==> config.mk <==
export PLATFORM = sky130hd
export DESIGN_NAME = adc_sampler
export DESIGN_NICKNAME = d
export VERILOG_FILES = /design/src/hw/demod_pkg.sv /design/src/hw/adc_sampler.sv
export VERILOG_INCLUDE_DIRS = /design/src /design/src/hw
export SDC_FILE = /design/constraint.sdc
export NUM_CORES = 1
export LEC_CHECK = 0
export BUFFER_PORTS_ARGS = -buffer_cell sky130_fd_sc_hd__buf_2
export CELL_PAD_IN_SITES_DETAIL_PLACEMENT = 0
export CELL_PAD_IN_SITES_GLOBAL_PLACEMENT = 1
export CORE_MARGIN = 5
export CORE_UTILIZATION = 50
export CTS_CLUSTER_SIZE = 10
export DETAILED_ROUTE_END_ITERATION = 8
export PLACE_DENSITY = 0.89
export SLEW_MARGIN = 20
export SYNTH_ARGS = -nofsm -noshare
export SYNTH_HDL_FRONTEND = slang
export SYNTH_SLANG_ARGS = --single-unit
==> constraint.sdc <==
create_clock -name clk -period 8.1 [get_ports clk]
set_input_delay 0.81 -clock clk [delete_from_list [all_inputs] [get_ports clk]]
set_output_delay 0.81 -clock clk [all_outputs]
set_load 0.01 [all_outputs]
==> src/hw/demod_settings.svh <==
/*
 * Shared constants for the OFDM receive controller: ADC pacing, burst detection
 * thresholds and buffer sizes. Included by every RTL block that needs them.
 */
`ifndef DEMOD_SETTINGS_SVH
`define DEMOD_SETTINGS_SVH

// clock cycles per ADC sample
`define DEMOD_SAMPLE_PERIOD 32

// cycles from ADC start until the sample is captured
`define DEMOD_CONV_CYCLES 20

// burst detection, deviation floor and trigger level
`define DEMOD_ADC_THRESHOLD 8
`define DEMOD_SUM_THRESHOLD 128

// mid-scale code of the 10-bit converter
`define DEMOD_ADC_MID 512

// samples per FFT window
`define DEMOD_WINDOW_LEN 1024

// ring buffer words
`define DEMOD_RING_DEPTH 8192

// decode attempts per window, each one sample earlier
`define DEMOD_MAX_SHIFT 10

`endif

==> src/hw/demod_pkg.sv <==
/*
 * Types shared by the receive controller blocks. Referenced with scoped names.
 */
`default_nettype none

package demod_pkg;

    // raw unsigned converter code
    typedef logic [9:0] adc_sample_t;

    // index into the 8192-word sample ring
    typedef logic [12:0] ring_addr_t;

    // word index in the external FFT memory
    typedef logic [9:0] fft_addr_t;

    // complex word, real in the upper half and imaginary in the lower half
    typedef logic [31:0] fft_word_t;

    // detection accumulator
    typedef logic [15:0] detect_sum_t;

    // retry shift count
    typedef logic [3:0] shift_t;

    // window sequencer FSM
    typedef enum logic [2:0] {
        IDLE,
        LOAD,
        FFT_RUN,
        OFDM_RUN,
        JUDGE
    } seq_state_t;

endpackage

`default_nettype wire

==> src/hw/adc_sampler.sv <==
/*
 * Paces the external ADC, writes every sample into the ring and locates the
 * start of a burst. window_ready is raised once a full window is stored and
 * held until the sequencer takes it.
 */
`timescale 1ns/1ns
`default_nettype none

`include "demod_settings.svh"

module adc_sampler (
    input  wire logic                    clk,
    input  wire logic                    rst_n,
    input  wire demod_pkg::adc_sample_t  adc_data,
    input  wire logic                    window_take,
    output logic                         adc_start,
    output logic                         ring_we,
    output demod_pkg::ring_addr_t        ring_waddr,
    output demod_pkg::adc_sample_t       ring_wdata,
    output logic                         window_ready,
    output demod_pkg::ring_addr_t        detect_index
);

    localparam int CYC_W = $clog2(`DEMOD_SAMPLE_PERIOD);
    localparam int CNT_W = $clog2(`DEMOD_WINDOW_LEN) + 1;

    localparam logic [CYC_W-1:0] LAST_CYC    = CYC_W'(`DEMOD_SAMPLE_PERIOD - 1);
    // sample is registered here so the ring write lands at the conversion count
    localparam logic [CYC_W-1:0] CAPTURE_CYC = CYC_W'(`DEMOD_CONV_CYCLES - 1);
    localparam logic [CYC_W-1:0] WRITE_CYC   = CYC_W'(`DEMOD_CONV_CYCLES);
    localparam logic [CNT_W-1:0] WIN_LEN     = CNT_W'(`DEMOD_WINDOW_LEN);

    localparam demod_pkg::adc_sample_t ADC_MID = 10'(`DEMOD_ADC_MID);
    localparam demod_pkg::adc_sample_t ADC_THR = 10'(`DEMOD_ADC_THRESHOLD);
    localparam demod_pkg::detect_sum_t SUM_THR = 16'(`DEMOD_SUM_THRESHOLD);

    logic [CYC_W-1:0]       cycle;
    logic [CNT_W-1:0]       cnt;
    demod_pkg::ring_addr_t  index;
    demod_pkg::detect_sum_t detect_sum;
    demod_pkg::detect_sum_t sum_next;
    demod_pkg::adc_sample_t dev_raw;
    demod_pkg::adc_sample_t dev;
    logic                   capture;
    logic                   detect_hit;

    // distance from mid-scale, small values count as silence
    always_comb begin
        dev_raw    = (adc_data >= ADC_MID) ? adc_data - ADC_MID : ADC_MID - adc_data;
        dev        = (dev_raw >= ADC_THR) ? dev_raw : '0;
        sum_next   = detect_sum + demod_pkg::detect_sum_t'(dev);
        capture    = (cycle == CAPTURE_CYC);
        detect_hit = capture && (cnt == '0) && (sum_next >= SUM_THR);
    end

    always_ff @(posedge clk or negedge rst_n) begin
        if (!rst_n) begin
            cycle        <= '0;
            adc_start    <= 1'b0;
            ring_we      <= 1'b0;
            index        <= '0;
            cnt          <= '0;
            detect_sum   <= '0;
            window_ready <= 1'b0;
        end else begin
            cycle     <= (cycle == LAST_CYC) ? '0 : cycle + 1'b1;
            adc_start <= (cycle == LAST_CYC);
            ring_we   <= capture;

            if (capture) begin
                // ring index wraps on its own at 8192
                index <= index + 1'b1;
                if (cnt == '0) begin
                    if (sum_next >= SUM_THR) begin
                        cnt <= CNT_W'(1);
                    end else begin
                        detect_sum <= sum_next;
                    end
                end else begin
                    cnt <= cnt + 1'b1;
                end
            end

            if (window_take) begin
                window_ready <= 1'b0;
            end
            // last sample of the window is being written in this cycle
            if (cycle == WRITE_CYC && cnt == WIN_LEN) begin
                window_ready <= 1'b1;
                cnt          <= '0;
                detect_sum   <= '0;
            end
        end
    end

    always_ff @(posedge clk) begin
        if (capture) begin
            ring_waddr <= index;
            ring_wdata <= adc_data;
        end
        if (detect_hit) begin
            detect_index <= index;
        end
    end

endmodule

`default_nettype wire

==> metrics, run 1 <==
status finished clean; Worst Hold Class primary input to asynchronous set/reset pin; number of global-route vias before repair 2643; clk_lat worst skew 0.37 ns; initial drt markers ~190; Cell Pwr Density about 170 nW/µm²; router iterations before antenna repair 5; detailed placer's ending HPWL 5410 µm; Leak Pwr between 0.0015 and 0.002 µW; final RePlAce weighted congestion 0.903; Slew Limit Fails 0; Pint 588 µW; footprint of the multi-input gates 1670 µm²; clock power share 36.0%; largest cells by area after synthesis dfrtp_1, edfxtp_1, ha_1, xnor2_1, nand2_1; first-pass GRT wire length 12600 µm; Synth Warn # 0; Sequential Power Share 55.3%; leading area contributor after synthesis dfrtp_1; Crit Path Max Fanout 16; clock slew at reported path FFs approximately 0.10 ns; Setup Fix Bufs, Post-CTS 0; crit path kind primary input to register; commonest non-fill, non-tap cell in the layout buf_2; CTS Root Cell clkbuf_8; Syn Area/Cell between 10 and 15 µm²; Antenna Violating Nets Remaining 0; syn_nets 379; Reg area 2280 µm²; CTS H-tree depth 3; maximum vdd drop 0.0658 mV; Routed WL per cell 14.4 µm; Max Cap Violations 0; commonest non-fill, non-tap cells in the layout buf_2, dfrtp_1, edfxtp_1; post-route cell area 4580 µm²; Ant. Diodes 0; layout cells sized above 1 20.6%; FP Rows 32; Slew headroom 39.2%; asr flop ratio synth 57.1%; Routed WL ~7300 µm; pin count of the biggest net entering global routing 49; synthesized instance count roughly 350; Die Y 100 µm; sw frac 26.5%; # clock sinks 84; Die X 100 µm; period utilization 59.9%; final hold violations 0; clock period minus worst slack 4.85 ns; Setup crit end kind register; gr usage total about 16%; IO Pins 52; synth unique cells 50; Data required, critical path 8.35 ns; TritonCTS buffer count 9; post-synth top area share around 30%; Sw Pwr approximately 210 µW; Via Count 2705; grt total ovfl 0; combinational share of power 8.7%; DR DRC count 0; Hold Buf Count CTS 0; fmax 206 MHz; DP Area approximately 4400 µm²; sequential area share after synthesis 56.4%; Initial Util approximately half; RSZ-0062 raised after global routing false; # nets final 435; Yosys reg bits 84; CTS tree built; Cell Area, Synth 4050 µm²; synth-to-layout area growth 13.1%; Setup Viol. Count Final 0; TNS Setup 0 ns; # port buffers 51; initial antenna violation count 0; Fillers 651; Worst Max-Slew Pin Slew about 0.9 ns; Longest Clk Path Bufs 2; ys flop type dfrtp_1; Arr. time, crit path 5.11 ns; Vias/cell between 5 and 6; Die ar. around 10000 µm²; EDFF count, synth 36; # resized after CTS 0; CP Launch Type primary input; Final Skew 0.0156 ns; Core Box Area 7810 µm²
[layout make-up]
type,count,share of cell area (%)
clock inverters,7,1.48
inverters,15,1.23
flip-flops and latches,84,49.8
clock buffers,9,2.70
well taps,102,2.79
repair buffers,51,5.63
multi-input cells,242,36.4
[kinds of logic after synthesis]
| group | count (synthesis) | share of synthesized area (%) |
|---|---|---|
| buffers and inverters | 21 | 2.50 |
| adder cells (fa/ha/maj) | 19 | 6.06 |
| AND/OR/NAND/NOR | 130 | 17.3 |
| AO/OA/AOI/OAI | 50 | 8.16 |
| XOR/XNOR | 34 | 7.35 |
| multiplexers | 9 | 2.23 |
| flip-flops | 84 | 56.4 |
[synth_stat cells, types with 4 or more instances]
master and count:
and2_1 5, xnor2_1 23, and3b_2 6, nand4_1 9, and3_1 4, o21ai_0 11, nand2_1 30, edfxtp_1 36
or2_2 4, nand3_1 12, dfrtp_1 48, inv_1 14, mux2i_1 9, nor3_1 8, nor2_1 30, a21o_1 5
a21oi_1 13, xor2_1 11, ha_1 18, o21a_1 4
[per-layer routing]
layer	up-vias	share of wire, %	track usage (%)
met1	1254	47	22.0
met4	0	1.9	6.84
met3	13	6.0	3.13
met5	-	0	0
met2	73	46	24.2
li1	1365	-	-
[path summary, 6_finish.rpt]
| path | slack [ns] | depth (start not counted) | start | end |
|---|---|---|---|---|
| worst max-delay path | 3.25 | 17 | adc_data[3] | detect_sum[9] |
| worst min-delay path | 0.44 | 1 | rst_n | cycle[4] |
| worst max register to register | 4.73 | 9 | detect_sum[0] | detect_sum[9] |
| worst min register to register | 0.49 | 1 | cycle[0] | cycle[0] |
| max in group asynchronous | 7.26 | 1 | rst_n | ring_we |
| min in group clk | 0.49 | 1 | cycle[0] | cycle[0] |
[registers in the layout (all words and copies together), names as in the netlist]
name,cells
adc_start,1
cnt,11
cycle,5
detect_index,13
detect_sum,16
index,13
ring_waddr,13
ring_wdata,10
ring_we,1
window_ready,1
[through the flow]
step           power [µW]  worst slack [ns]  instances  utilization, %  hold WS [ns]
6_report              799              3.25        510            58.7         0.438
5_1_grt               836              2.72        510            58.7         0.479
4_1_cts               808              3.19        510            58.6         0.503
3_5_place_dp          519              2.79        494            56.2         0.484
3_3_place_gp          519              2.96        494            56.2         0.471
2_1_floorplan         500              3.54        347               -         0.453
[critical path, cell delays in order]
cell	delay, ns
buf_2	0.13
nor4_1	0.53
a21oi_1	0.20
xnor2_1	0.18
nor2_1	0.10
a21oi_1	0.07
nor2_1	0.18
nor2_1	0.07
ha_1	0.21
fa_1	0.42
a211oi_1	0.22
nor2_1	0.11
a221oi_1	0.36
mux2i_1	0.22
o2111ai_1	0.20
nor4b_4	0.81
and3b_2	0.29
[power by group through the flow]
stage	registers (µW)	logic (µW)	clock network, µW
after global routing	442	78.1	316
after floorplan	451	49.0	0
after detailed placement	451	68.4	0
after global placement	451	68.0	0
final	442	69.5	288
after CTS	442	69.2	297
Note: power is estimated with default switching activity, not from simulation.
==> run 2: changes to the inputs <==
- CORE_UTILIZATION: 50 -> 46
- PLACE_DENSITY: 0.89 -> 0.83
- clock period: 8.1 -> 4.5 ns (I/O delays scaled with it)
==> run 2 against run 1 <==
- sequential power is 80% higher
- worst hold slack worse by 0.26 ns
- wire length is 2.3% higher
- sequential cell count stayed put
- final cell count is 2.7% higher
- critical path depth stayed put
- clock skew hardly changed
- register-to-register slack worse by 3.3 ns
- non-clock buffer count is 8 higher
- via count is 0.26% higher
- largest cell class unchanged
==> metrics, run 2 (synthesized netlist as in run 1, its figures left out) <==
footprint of the multi-input gates 1670 µm² (unchanged); combinational share of power 8.8% (about the same); Reg with most FFs detect_sum; Final Skew 0.0151 ns (-0.000464 ns); Crit Path Max Fanout 13 (-3); Worst Max-Slew Pin Slew 0.705 ns (-0.204 ns); grt total ovfl 0 (unchanged); sw frac 25.0% (-1.5 points); detailed placer's ending HPWL 5400 µm (about the same); Initial Util 46.9% (-5.0 points); Data required, critical path 4.51 ns (-3.84 ns); Sequential Power Share 53.2% (-2.1 points); # port buffers 51 (unchanged); Slew headroom 53.0% (+14 points); Worst Hold Class primary input to asynchronous set/reset pin; DR DRC count 0 (unchanged); commonest non-fill, non-tap cells in the layout buf_2, dfrtp_1, edfxtp_1; TritonCTS buffer count 9 (unchanged); period utilization between 90% and 100%; post-route cell area 4680 µm² (+2.3%); commonest non-fill, non-tap cell in the layout buf_2; Sw Pwr 374 µW (+77%); Vias/cell 5.18 (-2.4%); Core Box Area 8640 µm² (+11%); DP Area 4470 µm² (+1.8%); Routed WL 7520 µm (+2.3%); Via Count 2712 (+0.26%); Slew Limit Fails 0 (unchanged); status finished clean; Ant. Diodes 0 (unchanged); # nets final 443 (+1.8%); Routed WL per cell 14.3 µm (-0.41%); FP Rows 34 (+6.3%); CTS H-tree depth 3 (unchanged); reg2reg path depth 9 (unchanged); router iterations before antenna repair 4 (-1); # resized after CTS 0 (unchanged); IO Pins 52 (unchanged); clock power share 38.0% (+2.0 points); Design Power 1500 µW (+87%); CTS Root Cell clkbuf_8; first-pass GRT wire length 13200 µm (+4.4%); Die Y 104 µm (+3.8%); gr usage total 14.6% (-1.2 points); Worst R2R End detect_index[3]; CP Launch Type primary input; Die ar. 10800 µm² (+7.8%); Die X 104 µm (+3.8%); number of global-route vias before repair 2733 (+3.4%); clock slew at reported path FFs 0.09 ns (about the same); Fillers 761 (+17%); clk_lat worst skew 0.35 ns (-0.02 ns); synth-to-layout area growth 15.7%; Antenna Violating Nets Remaining 0 (unchanged); Pint 1120 µW (+91%); Leak Pwr 0.00204 µW (+2.7%); max reg flops 16 (unchanged); fin cells 524 (+2.7%); initial antenna violation count 0 (unchanged); clock period minus worst slack ~4.2 ns; flop2flop setup slack 1.41 ns (-3.32 ns); final hold violations 0 (unchanged); Hold Buf Count CTS 0 (unchanged); Setup Viol. Count Final 0 (unchanged); fmax around 240 MHz; Setup crit end kind register; maximum vdd drop 0.173 mV (+160%); initial drt markers 177 (-8.3%); Placed Cells 508 (+2.8%); layout cells sized above 1 22.1% (+1.5 points); pin count of the biggest net entering global routing 49 (unchanged); CTS tree built; Longest Clk Path Bufs 2 (unchanged); Cell Pwr Density 319 nW/µm² (+83%); Reg area 2280 µm² (unchanged); final RePlAce weighted congestion 0.838 (-7.2%); R2R Path Start detect_sum[0]; # clock sinks 84 (unchanged); Arr. time, crit path 4.18 ns (-0.93 ns); TNS Setup 0 ns (unchanged); Max Cap Violations 0 (unchanged); Setup Fix Bufs, Post-CTS 0 (unchanged); crit path kind primary input to register; RSZ-0062 raised after global routing false
## run 2: cell types whose count changed in the layout (fill, tap and decap cells not counted), sizes merged
cell and delta:
buf +8, bufinv +1, clkinv +1, inv -2
## run 2: worst max-delay path by stage
stage | start | endpoint | slack, ns | cells after the start
3_3_place_gp | adc_data[0] | detect_index[8] | 0.10 | 17
2_1_floorplan | adc_data[0] | detect_index[0] | 0.30 | 16
3_5_place_dp | adc_data[0] | detect_index[8] | -0.03 | 17
5_1_grt | adc_data[0] | detect_index[3] | 0.05 | 17
6_report | adc_data[0] | detect_index[3] | 0.33 | 17
4_1_cts | adc_data[0] | detect_index[3] | 0.33 | 17
## run 2: layer usage
layer	vias up	track usage, %	share of wire (%)
li1	1369	-	-
met1	1277	20.4	49
met2	59	22.5	45
met3	7	3.67	4.7
met4	0	4.16	1.2
met5	-	0	0
## run 2: power groups by stage
stage	Clock, µW	Sequential [µW]	Combinational, µW
after CTS	586	795	133
after detailed placement	0	811	132
after global placement	0	811	132
after floorplan	0	811	88.2
final	568	795	132
after global routing	620	795	150
## run 2: through the flow
step,utilization (%),hold WS (ns),setup WS [ns]
after global routing,54.2,0.258,0.0516
after CTS,54.2,0.203,0.329
after global placement,51.7,0.473,0.104
final,54.2,0.178,0.329
after floorplan,-,0.154,0.299
after detailed placement,51.7,0.491,-0.0302
## run 2: area by class of cell
| type | count | area share, % |
|---|---|---|
| flip-flops and latches | 84 | 48.7 |
| multi-input cells | 242 | 35.6 |
| repair buffers | 59 | 7.00 |
| well taps | 108 | 2.88 |
| clock buffers | 9 | 2.64 |
| clock inverters | 7 | 2.00 |
| inverters | 15 | 1.20 |
## run 2: critical path, cell delays in order
cell and delay [ns]:
buf_2 0.11, inv_1 0.07, ha_1 0.21, a21oi_1 0.15, xor2_1 0.11, or4_1 0.50, nor2_1 0.18, nor2_1 0.08
ha_1 0.21, fa_1 0.39, a211oi_1 0.23, nor2_1 0.12, a221oi_1 0.33, mux2i_1 0.23, o2111ai_1 0.14, or2_2 0.29
o21a_1 0.40
