==> src/hw/demod_settings.svh <==
/*
 * Shared constants for the OFDM receive controller: ADC pacing, burst detection
 * thresholds and buffer sizes. Included by every RTL block that needs them.
 */
`ifndef DEMOD_SETTINGS_SVH
`define DEMOD_SETTINGS_SVH

// clock cycles per ADC sample
`define DEMOD_SAMPLE_PERIOD 32

// cycles from ADC start until the sample is captured
`define DEMOD_CONV_CYCLES 20

// burst detection, deviation floor and trigger level
`define DEMOD_ADC_THRESHOLD 8
`define DEMOD_SUM_THRESHOLD 128

// mid-scale code of the 10-bit converter
`define DEMOD_ADC_MID 512

// samples per FFT window
`define DEMOD_WINDOW_LEN 1024

// ring buffer words
`define DEMOD_RING_DEPTH 8192

// decode attempts per window, each one sample earlier
`define DEMOD_MAX_SHIFT 10

`endif

==> src/hw/demod_pkg.sv <==
/*
 * Types shared by the receive controller blocks. Referenced with scoped names.
 */
`default_nettype none

package demod_pkg;

    // raw unsigned converter code
    typedef logic [9:0] adc_sample_t;

    // index into the 8192-word sample ring
    typedef logic [12:0] ring_addr_t;

    // word index in the external FFT memory
    typedef logic [9:0] fft_addr_t;

    // complex word, real in the upper half and imaginary in the lower half
    typedef logic [31:0] fft_word_t;

    // detection accumulator
    typedef logic [15:0] detect_sum_t;

    // retry shift count
    typedef logic [3:0] shift_t;

    // window sequencer FSM
    typedef enum logic [2:0] {
        IDLE,
        LOAD,
        FFT_RUN,
        OFDM_RUN,
        JUDGE
    } seq_state_t;

endpackage

`default_nettype wire

==> src/hw/window_sequencer.sv <==
/*
 * Takes a ready window, copies it in bit-reversed order into the FFT memory,
 * then runs the external FFT and OFDM decoder. Failed decodes are retried with
 * the window start moved one sample earlier until a lock or a sync failure.
 */
`timescale 1ns/1ns
`default_nettype none

`include "demod_settings.svh"

module window_sequencer (
    input  wire logic                    clk,
    input  wire logic                    rst_n,
    input  wire logic                    window_ready,
    input  wire demod_pkg::ring_addr_t   detect_index,
    input  wire demod_pkg::adc_sample_t  ring_rdata,
    input  wire logic                    fft_finish,
    input  wire logic                    ofdm_finish,
    input  wire logic                    ofdm_success,
    output logic                         window_take,
    output demod_pkg::ring_addr_t        ring_raddr,
    output logic                         fft_we,
    output demod_pkg::fft_addr_t         fft_waddr,
    output demod_pkg::fft_word_t         fft_wdata,
    output logic                         fft_start,
    output logic                         fft_clear,
    output logic                         ofdm_start,
    output logic                         ofdm_clear,
    output logic                         lock_found,
    output demod_pkg::shift_t            lock_shift,
    output logic                         sync_fail
);

    localparam int RD_W = $clog2(`DEMOD_WINDOW_LEN) + 1;

    localparam logic [RD_W-1:0]       WIN_LEN    = RD_W'(`DEMOD_WINDOW_LEN);
    localparam demod_pkg::fft_addr_t  LAST_K     = 10'(`DEMOD_WINDOW_LEN - 1);
    localparam demod_pkg::shift_t     LAST_SHIFT = 4'(`DEMOD_MAX_SHIFT - 1);

    demod_pkg::seq_state_t state;
    demod_pkg::ring_addr_t base;
    demod_pkg::shift_t     shift;
    demod_pkg::ring_addr_t rd_addr;
    demod_pkg::fft_addr_t  issue_k;
    demod_pkg::fft_addr_t  data_k;
    logic [RD_W-1:0]       rd_idx;
    logic                  issue_go;
    logic                  issue_valid;
    logic                  data_valid;
    logic                  phase_started;
    logic                  decode_ok;

    function automatic demod_pkg::fft_addr_t bit_rev(input demod_pkg::fft_addr_t k);
        demod_pkg::fft_addr_t r;
        for (int i = 0; i < $bits(k); i++) begin
            r[i] = k[$bits(k) - 1 - i];
        end
        return r;
    endfunction

    // offset binary to signed real part, imaginary part zero
    function automatic demod_pkg::fft_word_t to_fft_word(input demod_pkg::adc_sample_t s);
        logic [15:0] re;
        re = {6'd0, s} - 16'(`DEMOD_ADC_MID);
        return {re, 16'h0000};
    endfunction

    assign window_take = (state == demod_pkg::IDLE) && window_ready;
    assign issue_go    = (state == demod_pkg::LOAD) && (rd_idx != WIN_LEN);
    // window start minus shift, wraps modulo ring depth
    assign rd_addr     = base - demod_pkg::ring_addr_t'(shift)
                         + demod_pkg::ring_addr_t'(bit_rev(rd_idx[9:0]));

    always_ff @(posedge clk or negedge rst_n) begin
        if (!rst_n) begin
            state         <= demod_pkg::IDLE;
            shift         <= '0;
            rd_idx        <= '0;
            issue_valid   <= 1'b0;
            data_valid    <= 1'b0;
            phase_started <= 1'b0;
            decode_ok     <= 1'b0;
            fft_we        <= 1'b0;
            fft_start     <= 1'b0;
            fft_clear     <= 1'b0;
            ofdm_start    <= 1'b0;
            ofdm_clear    <= 1'b0;
            lock_found    <= 1'b0;
            lock_shift    <= '0;
            sync_fail     <= 1'b0;
        end else begin
            fft_we     <= 1'b0;
            fft_start  <= 1'b0;
            fft_clear  <= 1'b0;
            ofdm_start <= 1'b0;
            ofdm_clear <= 1'b0;
            lock_found <= 1'b0;
            sync_fail  <= 1'b0;

            case (state)
                demod_pkg::IDLE: begin
                    if (window_ready) begin
                        shift  <= '0;
                        rd_idx <= '0;
                        state  <= demod_pkg::LOAD;
                    end
                end
                demod_pkg::LOAD: begin
                    // address, RAM read and FFT write form a three stage pipe
                    issue_valid <= issue_go;
                    if (issue_go) begin
                        rd_idx <= rd_idx + 1'b1;
                    end
                    data_valid <= issue_valid;
                    fft_we     <= data_valid;
                    if (data_valid && data_k == LAST_K) begin
                        state <= demod_pkg::FFT_RUN;
                    end
                end
                demod_pkg::FFT_RUN: begin
                    if (!phase_started) begin
                        fft_start     <= 1'b1;
                        phase_started <= 1'b1;
                    end else if (fft_finish) begin
                        fft_clear     <= 1'b1;
                        phase_started <= 1'b0;
                        state         <= demod_pkg::OFDM_RUN;
                    end
                end
                demod_pkg::OFDM_RUN: begin
                    if (!phase_started) begin
                        ofdm_start    <= 1'b1;
                        phase_started <= 1'b1;
                    end else if (ofdm_finish) begin
                        ofdm_clear    <= 1'b1;
                        decode_ok     <= ofdm_success;
                        phase_started <= 1'b0;
                        state         <= demod_pkg::JUDGE;
                    end
                end
                demod_pkg::JUDGE: begin
                    if (decode_ok) begin
                        lock_found <= 1'b1;
                        lock_shift <= shift;
                        state      <= demod_pkg::IDLE;
                    end else if (shift == LAST_SHIFT) begin
                        sync_fail <= 1'b1;
                        state     <= demod_pkg::IDLE;
                    end else begin
                        // retry one sample earlier, same window
                        shift  <= shift + 1'b1;
                        rd_idx <= '0;
                        state  <= demod_pkg::LOAD;
                    end
                end
                default: begin
                    state <= demod_pkg::IDLE;
                end
            endcase
        end
    end

    always_ff @(posedge clk) begin
        if (window_take) begin
            base <= detect_index;
        end
        if (issue_go) begin
            ring_raddr <= rd_addr;
            issue_k    <= rd_idx[9:0];
        end
        data_k <= issue_k;
        if (data_valid) begin
            fft_waddr <= data_k;
            fft_wdata <= to_fft_word(ring_rdata);
        end
    end

endmodule

`default_nettype wire

==> config.mk <==
export PLATFORM = sky130hd
export DESIGN_NAME = window_sequencer
export DESIGN_NICKNAME = d
export VERILOG_FILES = /design/src/hw/demod_pkg.sv /design/src/hw/window_sequencer.sv
export VERILOG_INCLUDE_DIRS = /design/src /design/src/hw
export SDC_FILE = /design/constraint.sdc
export NUM_CORES = 1
export LEC_CHECK = 0
export BUFFER_PORTS_ARGS = -buffer_cell sky130_fd_sc_hd__buf_2
export CAP_MARGIN = 15
export CORE_UTILIZATION = 35
export CTS_BUF_LIST = sky130_fd_sc_hd__clkbuf_4
export CTS_CLUSTER_SIZE = 30
export DETAILED_ROUTE_END_ITERATION = 10
export GPL_ROUTABILITY_DRIVEN = 0
export PLACE_DENSITY = 0.61
export SLEW_MARGIN = 20
export SYNTH_ARGS = -nofsm -noshare
export SYNTH_HDL_FRONTEND = slang
export SYNTH_SLANG_ARGS = --single-unit
==> constraint.sdc <==
create_clock -name clk -period 2.7 [get_ports clk]
set_input_delay 0.54 -clock clk [delete_from_list [all_inputs] [get_ports clk]]
set_output_delay 0.54 -clock clk [all_outputs]
set_load 0.01 [all_outputs]
==> results.cfg, run 1 <==
[outcome]
outcome = completed

[final_layout]
drive_gt1_frac = 0.263
final_common_cell = sky130_fd_sc_hd__buf_2
layout.nets = 519
design_area_um2 = 5230
layout_common_cells = sky130_fd_sc_hd__buf_2 (79), sky130_fd_sc_hd__edfxtp_1 (56), sky130_fd_sc_hd__inv_1 (46)
area_growth_syn_to_layout_pct = 15.8

[die]
dieArea_um2 = 13400
core_area_um2 = 12600
die_w_um = 116
placement_rows = 41
initial_core_util = 0.358
die_h_um = 116
number_of_top_level_pins = 96

[sta]
drv_slew = 0
tns_ns = 0
final_hold_violation_count = 0
highest_clock_rate_mhz = 386
finalCriticalPeriod_ns = 2.59
fin_crit_sh = 0.960
number_of_setup_violations_in_the_final_report = 0
finClkSkew_ns = 0.0211
tightestPinTransition_ns = 0.791
max_transition_margin = 0.473

[clock_network]
cts-buffers-inserted = 9
worst_skew_pair.late_latency_ns = 0.46
clock_sink_count = 99
cts-htree-levels = 3
maximum_buffer_depth_of_the_clock_tree = 2
clock_tree_from_tritoncts = done
postCtsSetupRepairBufs = 0
path_clk_slew_ns = 0.16
clk_root_buffer_cell = sky130_fd_sc_hd__clkbuf_4

[critical_path]
worst-setup-path-type = reg -> reg
worst_ep_arrival_time_ns = 2.79
cp-end-kind = register
critical_path.startpoint_type = register
crit_path_max_fanout = 4
crit_required_ns = 2.90

[flow_run]
drv.max_cap_violation_count = 0

[power_and_ir_drop]
ir_drop_mv = 0.417
power.leakage_nw = 2.35
total_power_w = 0.00505
power_density_nw_per_um2 = 966

[synthesis]
yosys_warnings = 0
synth-async-reset-ratio = 0.333
ys_ff_latch = 99
synth-edff-count = 56
syn_inst = 374
post_synth_num_cell_types = 51
post_synth_instance_area_um2 = 4510
post_synth.cell_area_avg_um2 = 12.1
synth-seq-area-share = 0.600
synth_flop_cell = sky130_fd_sc_hd__edfxtp_1

[drt]
route.final.wire_length_mm = 7.96
met3_length_um = 421
drt-met1-wl_mm = 3.76
drt-pass1-iter-count = 4
drtAntennaViolNets = 0
met2RoutedLength_mm = 3.67
routedWlPerCell_um = 12.4
num_vias = 2899
max_layer_used = met4
drc_errors = 0
drt_first_iter_violations = 117
via_per_inst = 4.52

[placed_design]
placement.cell_area_um2 = 5080
placement.io_buffers = 79
hpwlAfterDp_mm = 5.74

[global_route]
grt.total_usage = 0.123
maximum_number_of_pins_on_one_net_before_global_route_repair = 34
grt_antenna_before_repair = 1
globalRoute.totalOverflow = 0
first_global_vias = 2650
grt_first_pass_wirelength_mm = 12.5

[worst_hold_path]
min-delay-path-class = in -> async
## sequential cells by signal (all words and copies together) (netlist names), 3 cells and up
register	count
rd_idx	11
shift	4
data_k	10
lock_shift	4
fft_waddr	10
fft_wdata	10
base	13
ring_raddr	13
state	3
issue_k	10
## final timing paths
| path | cells after the start | end | slack (ns) | from |
|---|---|---|---|---|
| max | 9 | ring_raddr[12]$_DFFE_PP_ | 0.11 | rd_idx[7]$_DFFE_PN0P_ |
| min in group clk | 1 | base[6]$_DFFE_PP_ | 0.25 | detect_index[6] |
| max reg2reg | 9 | ring_raddr[12]$_DFFE_PP_ | 0.11 | rd_idx[7]$_DFFE_PN0P_ |
| max in group asynchronous | 1 | shift[1]$_DFFE_PN0P_ | 2.02 | rst_n |
| min | 1 | rd_idx[10]$_DFFE_PN0P_ | 0.14 | rst_n |
| min reg2reg | 0 | data_k[2]$_DFF_P_ | 0.35 | issue_k[2]$_DFFE_PP_ |
## kinds of logic (layout without fill, tap and decap cells)
| logic type | after synthesis | after routing | synth area share |
|---|---|---|---|
| and+or+nand+nor | 94 | 94 | 0.109 |
| other | 1 | 17 | 0.000831 |
| xor gates and xnor gates | 11 | 11 | 0.0213 |
| AOI/OAI and AO/OA | 57 | 57 | 0.0787 |
| muxes | 9 | 9 | 0.0224 |
| adders and majority gates | 27 | 27 | 0.0815 |
| DFF | 99 | 99 | 0.600 |
| buffers and inverters | 76 | 155 | 0.0859 |
## metal layers
layer	vias up	track usage
met3	10	0.0314
met2	90	0.190
li1	1449	-
met1	1350	0.165
met5	-	0
met4	0	0.0519
## power breakdown
| group | switching [W] | internal [W] | total, W |
|---|---|---|---|
| Sequential | 0.000196 | 0.00217 | 0.00236 |
| Combinational | 0.00115 | 0.000816 | 0.00197 |
| Clock | 0.000511 | 0.000205 | 0.000716 |
| Total | 0.00186 | 0.00319 | 0.00505 |
## critical path: stages (launching register included)
cell and delay [ns]:
sky130_fd_sc_hd__dfrtp_1 0.38, sky130_fd_sc_hd__inv_1 0.08, sky130_fd_sc_hd__fa_1 0.50, sky130_fd_sc_hd__inv_1 0.04, sky130_fd_sc_hd__ha_1 0.33, sky130_fd_sc_hd__nor2b_1 0.18, sky130_fd_sc_hd__o31ai_2 0.29, sky130_fd_sc_hd__a21oi_2 0.13
sky130_fd_sc_hd__a221oi_2 0.28, sky130_fd_sc_hd__nand3_1 0.11
## cell usage after synthesis, types with 2 or more instances
library cell,n,area (um2)
sky130_fd_sc_hd__edfxtp_1,56,1680
sky130_fd_sc_hd__inv_1,46,173
sky130_fd_sc_hd__dfrtp_1,33,826
sky130_fd_sc_hd__buf_4,23,173
sky130_fd_sc_hd__ha_1,23,288
sky130_fd_sc_hd__nand2_1,23,86.3
sky130_fd_sc_hd__nor2_1,21,78.8
sky130_fd_sc_hd__a21oi_1,15,75.1
sky130_fd_sc_hd__o21ai_0,12,60.1
sky130_fd_sc_hd__nand3_1,11,55.1
sky130_fd_sc_hd__dfxtp_1,10,200
sky130_fd_sc_hd__nand4_1,10,62.6
sky130_fd_sc_hd__xnor2_1,7,61.3
sky130_fd_sc_hd__a21o_1,6,45.0
sky130_fd_sc_hd__nor3_1,6,30.0
sky130_fd_sc_hd__mux2_2,5,56.3
sky130_fd_sc_hd__o21ai_1,5,25.0
sky130_fd_sc_hd__a31oi_1,4,25.0
sky130_fd_sc_hd__clkbuf_1,4,15.0
sky130_fd_sc_hd__fa_1,4,80.1
sky130_fd_sc_hd__xor2_1,4,35.0
sky130_fd_sc_hd__and3_1,3,18.8
sky130_fd_sc_hd__mux2i_1,3,30.0
sky130_fd_sc_hd__nor3b_1,3,22.5
sky130_fd_sc_hd__o21a_1,3,22.5
sky130_fd_sc_hd__o31ai_1,3,22.5
sky130_fd_sc_hd__buf_6,2,22.5
sky130_fd_sc_hd__nand2b_1,2,12.5
sky130_fd_sc_hd__nand3b_1,2,15.0
sky130_fd_sc_hd__nor2b_1,2,12.5
sky130_fd_sc_hd__nor4_1,2,12.5
sky130_fd_sc_hd__nor4b_2,2,30.0
## per-stage QoR
| step | cells | util | hold slack [ns] | setup slack, ns |
|---|---|---|---|---|
| after floorplan | 389 | - | 0.244 | 0.201 |
| after global placement | 624 | 0.403 | 0.327 | 0.0797 |
| after detailed placement | 624 | 0.403 | 0.327 | -0.0183 |
| after CTS | 640 | 0.413 | 0.144 | 0.0134 |
| after global routing | 641 | 0.414 | 0.154 | -0.0278 |
| final | 641 | 0.414 | 0.140 | 0.109 |
## final cells by class
cell class                 instances  area [um2]
timing repair buffer              93         500
fill                            1248        7390
sequential                        99        2710
clock buffer                       9        67.6
multi-input combinational        214        1500
clock inverter                     7        57.6
antenna                            1        2.50
inverter                          46         173
tap                              172         215
## what timing repair did
item / in CTS / in global routing
hold buffers: 0 / 0
gates resized for setup: 1 / 4
setup endpoints to repair: 2 / 4
Power figures use the tool's default switching activity.
==> run 2: changes to the inputs <==
ABC_AREA = 1   (was default)
==> run 2 against run 1 <==
  * Clock power is 2% higher
  * Largest cell class unchanged
  * Routed wire length increased by 9.6%
  * Die area grew 3.0%
  * Fmax rose by 6.9%
  * Worst hold slack got worse by 0.015 ns
  * Sequential share of layout area fell by 0.61 points
  * Via count is 8.5% higher
  * Final area increased by 1.1%
  * First-iteration DRC count rose by 28%
==> results.cfg, run 2 <==
[drt]
num_vias = 3144
drc_errors = 0
drtAntennaViolNets = 0
routedWlPerCell_um = 12.2
via_per_inst = 4.38
drt-pass1-iter-count = 6
drt_first_iter_violations = 150
route.final.wire_length_mm = 8.72

[final_layout]
area_growth_syn_to_layout_pct = 13.7
filler_cell_count = 1285
layout.nets = 595
multi_input_area_um2 = 1540
largest_registers = base (13), ring_raddr (13), rd_idx (11)
seq_area_um2 = 2710
final_common_cell = sky130_fd_sc_hd__nand2_1
layout_common_cells = sky130_fd_sc_hd__nand2_1 (94), sky130_fd_sc_hd__buf_2 (79), sky130_fd_sc_hd__inv_1 (73)
drive_gt1_frac = 0.202

[placed_design]
pre_cts_slack_ns = 0.201
hpwlAfterDp_mm = 6.54
placement.io_buffers = 79

[sta]
highest_clock_rate_mhz = 412
drv_slew = 0
setup_ws_ns = 0.275
final_hold_violation_count = 0
tightestPinTransition_ns = 0.748
holdWs_ns = 0.124
fin_crit_sh = 0.898
max_transition_margin = 0.501
rsz0062_at_grt = no
finalCriticalPeriod_ns = 2.42
tns_ns = 0
number_of_setup_violations_in_the_final_report = 0
finClkSkew_ns = 0.0207

[clock_network]
clock_sink_count = 99
postCtsSetupRepairBufs = 0
cts-buffers-inserted = 9
maximum_buffer_depth_of_the_clock_tree = 2
worst_skew_pair.late_latency_ns = 0.45
clock_tree_from_tritoncts = done
path_clk_slew_ns = 0.16
cts-htree-levels = 3
postCtsHoldBufs = 0
clk_root_buffer_cell = sky130_fd_sc_hd__clkbuf_4
cts.repair.resized = 0

[critical_path]
setup.worst_path.start = rd_idx[9]$_DFFE_PN0P_
r2r_start = rd_idx[9]$_DFFE_PN0P_
buffer_and_inverter_count_on_the_worst_path = 3
worst_ep_arrival_time_ns = 2.63
worst_path_largest_cell_delay_ns = 0.45
critical_path.startpoint_type = register
cp_top_family = adder cells
worst-setup-path-type = reg -> reg
slowest_stage_cell_crit_path = sky130_fd_sc_hd__dfrtp_1
crit_path_max_fanout = 6
crit_required_ns = 2.91
worst_path_most_repeated_cell = sky130_fd_sc_hd__inv_1
cp-end-kind = register
worstPathCellList = inv_1 > ha_1 > inv_1 > ha_1 > inv_1 > fa_1 > o21ai_1 > a21oi_1 > xnor2_1

[power_and_ir_drop]
power_density_nw_per_um2 = 921
p_switching_w = 0.00187
power.combinational.fraction = 0.367
fraction_of_power_spent_switching_nets = 0.383
seq_power_share = 0.483
total_power_w = 0.00487
clkPwrFrac = 0.150
power.internal_w = 0.00301
power.leakage_nw = 2.51
ir_drop_mv = 0.284

[die]
number_of_top_level_pins = 96
placement_rows = 41
dieArea_um2 = 13800
die_w_um = 117
initial_core_util = 0.364
die_h_um = 117
core_area_um2 = 12800

[synthesis]
synth-seq-area-share = 0.582
netlist.top_cell.by_area = sky130_fd_sc_hd__edfxtp_1
synth_flop_cell = sky130_fd_sc_hd__edfxtp_1
netlist.area_leader.share = 0.361
synth-async-reset-ratio = 0.333
synth.top_cells.by_count = sky130_fd_sc_hd__nand2_1 (94), sky130_fd_sc_hd__inv_1 (73), sky130_fd_sc_hd__edfxtp_1 (56)
synth-edff-count = 56
post_synth_num_cell_types = 32
synth_most_common_cell = sky130_fd_sc_hd__nand2_1
yosys_warnings = 0
post_synth_instance_area_um2 = 4650
synthTopCellsByArea = sky130_fd_sc_hd__edfxtp_1 (36%), sky130_fd_sc_hd__dfrtp_1 (18%), sky130_fd_sc_hd__nand2_1 (7.6%)
ys_ff_latch = 99
syn_inst = 454
post_synth.cell_area_avg_um2 = 10.2

[global_route]
grt_antenna_before_repair = 1
groute.layer.met3.usage = 0.0345
grt_util_met1 = 0.182
grt.total_usage = 0.140
globalRoute.totalOverflow = 0
grt_first_pass_wirelength_mm = 14.4
maximum_number_of_pins_on_one_net_before_global_route_repair = 34
use_met2 = 0.225
first_global_vias = 2999
gr-max-usage-layer = met2

[flow_run]
drv.max_cap_violation_count = 0

[outcome]
outcome = completed

[worst_hold_path]
min-delay-path-class = in -> async
==> run 2: cell count changes after synthesis, moves of 5 or more <==
cell                      delta
sky130_fd_sc_hd__a21o_1      -5
sky130_fd_sc_hd__a21oi_1     -5
sky130_fd_sc_hd__inv_1      +27
sky130_fd_sc_hd__mux2_2      -5
sky130_fd_sc_hd__nand2_1    +71
sky130_fd_sc_hd__nand3_1    +16
sky130_fd_sc_hd__nor2_1     +12
sky130_fd_sc_hd__o21ai_0     +6
==> run 2: cell type report <==
cell class	count	share of cell area
antenna	1	0.000473
clock buffer	10	0.0142
clock inverter	6	0.00875
inverter	75	0.0542
multi-input combinational	272	0.291
sequential	99	0.512
tap	172	0.0407
timing repair buffer	82	0.0790
==> run 2: worst paths after layout <==
| kind | cells past startpoint | endpoint | slack (ns) |
|---|---|---|---|
| hold / removal | 1 | ofdm_clear$_DFF_PN0_ | 0.12 |
| setup reg to reg | 9 | ring_raddr[8]$_DFFE_PP_ | 0.28 |
| max in group asynchronous | 1 | shift[0]$_DFFE_PN0P_ | 2.09 |
| setup / recovery | 9 | ring_raddr[8]$_DFFE_PP_ | 0.28 |
| min in group clk | 1 | fft_wdata[18]$_DFFE_PP_ | 0.25 |
| hold reg to reg | 0 | data_k[6]$_DFF_P_ | 0.36 |
==> run 2: cells by family (layout without fill, tap and decap cells) <==
group / after synthesis / in the layout / share of synthesized area
simple gates: 176 / 176 / 0.165
flops: 99 / 99 / 0.582
buf+inv: 98 / 173 / 0.0995
compound gates: 39 / 39 / 0.0468
fa+ha+maj: 27 / 27 / 0.0791
xor+xnor: 14 / 14 / 0.0264
other cells: 1 / 17 / 0.000806
==> run 2: metal layers <==
layer | share of wire | vias to the layer above
met1 | 0.46 | 1445
met3 | 0.051 | 4
met2 | 0.48 | 99
li1 | - | 1596
met4 | 0.0080 | 0
met5 | 0 | -
==> run 2: power by group through the flow <==
stage	registers, W	clock network, W	logic [W]
2_1_floorplan	0.00254	0	0.00111
3_3_place_gp	0.00239	0	0.00176
3_5_place_dp	0.00240	0	0.00180
4_1_cts	0.00236	0.000767	0.00181
5_1_grt	0.00242	0.000822	0.00206
6_report	0.00235	0.000729	0.00179
==> run 2: stage by stage <==
stage / utilization / area, um2 / cells
floorplan: - / 4710 / 469
global placement: 0.404 / 5160 / 700
detailed placement: 0.404 / 5160 / 700
CTS: 0.414 / 5290 / 716
global route: 0.414 / 5290 / 717
finish: 0.414 / 5290 / 717
==> run 2: worst register-to-register path: stages (launching register included) <==
cell	delay, ns
sky130_fd_sc_hd__dfrtp_1	0.45
sky130_fd_sc_hd__inv_1	0.08
sky130_fd_sc_hd__ha_1	0.27
sky130_fd_sc_hd__inv_1	0.05
sky130_fd_sc_hd__ha_1	0.21
sky130_fd_sc_hd__inv_1	0.07
sky130_fd_sc_hd__fa_1	0.44
sky130_fd_sc_hd__o21ai_1	0.29
sky130_fd_sc_hd__a21oi_1	0.13
sky130_fd_sc_hd__xnor2_1	0.17
==> run 3: changes to the inputs <==
RECOVER_POWER = 25   (was default)
==> run 3 against run 2 <==
  * The flow now finishes with violations (capacitance limit, slew limit)
  * Clock skew rose by 0.0021 ns
  * Critical path depth did not move
  * Via count barely moved
  * Non-clock buffer count did not move
  * Clock power barely moved
  * Worst setup slack got worse by 0.0011 ns
  * Utilization barely moved
  * Largest power group unchanged
==> results.cfg, run 3 (synthesized netlist as in run 2, its figures left out) <==
[outcome]
outcome = complete, but fails checks
violations = capacitance limit, slew limit

[die]
core_area_um2 = 12800
initial_core_util = 0.364
placement_rows = 41
die_h_um = 117
die_w_um = 117
dieArea_um2 = 13800
number_of_top_level_pins = 96

[drt]
drc_errors = 0
route.final.wire_length_mm = 8.65
drt-pass1-iter-count = 5
drt_first_iter_violations = 163
drtAntennaViolNets = 0
via_per_inst = 4.39
num_vias = 3146
routedWlPerCell_um = 12.1

[critical_path]
regToRegSetupSlack_ns = 0.27
buffer_and_inverter_count_on_the_worst_path = 3
r2r-end = ring_raddr[8]$_DFFE_PP_
cp_top_family = adder cells
ff2ff_path_depth = 9
worst_ep_arrival_time_ns = 2.63
cp-end-kind = register
critical_path.startpoint_type = register
worst_path_largest_cell_delay_ns = 0.45
worst_path_most_repeated_cell = sky130_fd_sc_hd__inv_1
worst-setup-path-type = reg -> reg
crit_path_max_fanout = 6
r2r_start = rd_idx[9]$_DFFE_PN0P_
slowest_stage_cell_crit_path = sky130_fd_sc_hd__dfrtp_1
crit_required_ns = 2.90
worstPathCellList = inv_1 > ha_1 > inv_1 > ha_1 > inv_1 > fa_1 > o21ai_1 > a21oi_1 > xnor2_1

[final_layout]
fin_util = 0.414
layout_common_cells = sky130_fd_sc_hd__nand2_1 (94), sky130_fd_sc_hd__buf_2 (76), sky130_fd_sc_hd__inv_1 (73)
drive_gt1_frac = 0.197
layout.cells.non_filler = 717
area_growth_syn_to_layout_pct = 13.6
layout.nets = 595
largest_registers = base (13), ring_raddr (13), rd_idx (11)
final_common_cell = sky130_fd_sc_hd__nand2_1

[sta]
fin_crit_sh = 0.898
drv_slew = 34
tightestPinTransition_ns = 1.79
number_of_setup_violations_in_the_final_report = 0
tns_ns = 0
final_hold_violation_count = 0
max_transition_margin = -0.193
finClkSkew_ns = 0.0228
highest_clock_rate_mhz = 412
finalCriticalPeriod_ns = 2.43
rsz0062_at_grt = no

[clock_network]
cts.repair.resized = 0
postCtsHoldBufs = 0
cts-htree-levels = 3
postCtsSetupRepairBufs = 0
clk_root_buffer_cell = sky130_fd_sc_hd__clkbuf_4
path_clk_slew_ns = 0.16
clock_tree_from_tritoncts = done
worst_skew_pair.late_latency_ns = 0.45
cts-buffers-inserted = 9
clock_sink_count = 99
maximum_buffer_depth_of_the_clock_tree = 2

[global_route]
first_global_vias = 2999
grt.total_usage = 0.140
grt_antenna_before_repair = 1
grt_first_pass_wirelength_mm = 14.4
globalRoute.totalOverflow = 0
maximum_number_of_pins_on_one_net_before_global_route_repair = 34

[flow_run]
drv.max_cap_violation_count = 1

[placed_design]
hpwlAfterDp_mm = 6.54
placement.io_buffers = 79
place.detailed.instances = 700

[worst_hold_path]
min-delay-path-class = in -> reg
whs_path_depth = 1
worstHoldEndpoint = fft_wdata[18]$_DFFE_PP_
startpoint_of_the_lowest_slack_hold_path = ring_rdata[2]

[power_and_ir_drop]
ir_drop_mv = 0.285
power_density_nw_per_um2 = 921
total_power_w = 0.00487
power.leakage_nw = 2.51
==> run 3: worst max-delay path by stage <==
stage | startpoint | endpoint | slack [ns] | depth (start not counted)
final | rd_idx[9]$_DFFE_PN0P_ | ring_raddr[8]$_DFFE_PP_ | 0.27 | 9
after global routing | rd_idx[7]$_DFFE_PN0P_ | ring_raddr[5]$_DFFE_PP_ | 0.12 | 8
after CTS | rd_idx[9]$_DFFE_PN0P_ | ring_raddr[8]$_DFFE_PP_ | 0.16 | 9
after detailed placement | rd_idx[9]$_DFFE_PN0P_ | ring_raddr[8]$_DFFE_PP_ | 0.20 | 9
after global placement | rd_idx[8]$_DFFE_PN0P_ | ring_raddr[12]$_DFFE_PP_ | 0.25 | 7
after floorplan | rd_idx[8]$_DFFE_PN0P_ | ring_raddr[12]$_DFFE_PP_ | 0.44 | 7
==> run 3: cell type report <==
cell class	instances	area, um2
clock inverters	6	46.3
inverters	75	287
repair buffers	82	414
clock buffers	10	75.1
flip-flops and latches	99	2710
diodes	1	2.50
well taps	172	215
fillers	1287	7490
multi-input cells	272	1540
==> run 3: power breakdown <==
| group | switching (W) | internal [W] | total (W) |
|---|---|---|---|
| clock | 0.000516 | 0.000213 | 0.000729 |
| sequential | 0.000183 | 0.00217 | 0.00235 |
| combinational | 0.00116 | 0.000620 | 0.00178 |
==> run 3: through the flow <==
step | setup WS (ns) | hold WS (ns) | instance area, um2
after floorplan | 0.441 | 0.244 | 4710
after detailed placement | 0.201 | 0.329 | 5160
after global routing | 0.119 | 0.193 | 5290
after global placement | 0.251 | 0.326 | 5160
after CTS | 0.164 | 0.131 | 5290
final | 0.274 | 0.261 | 5290
==> run 3: metal layers <==
metal,wire length [um],up-vias,GRT usage
met1,3970,1447,0.182
met4,55,0,0.0557
met5,0,-,0
met2,4170,101,0.225
met3,451,2,0.0345
li1,-,1596,-
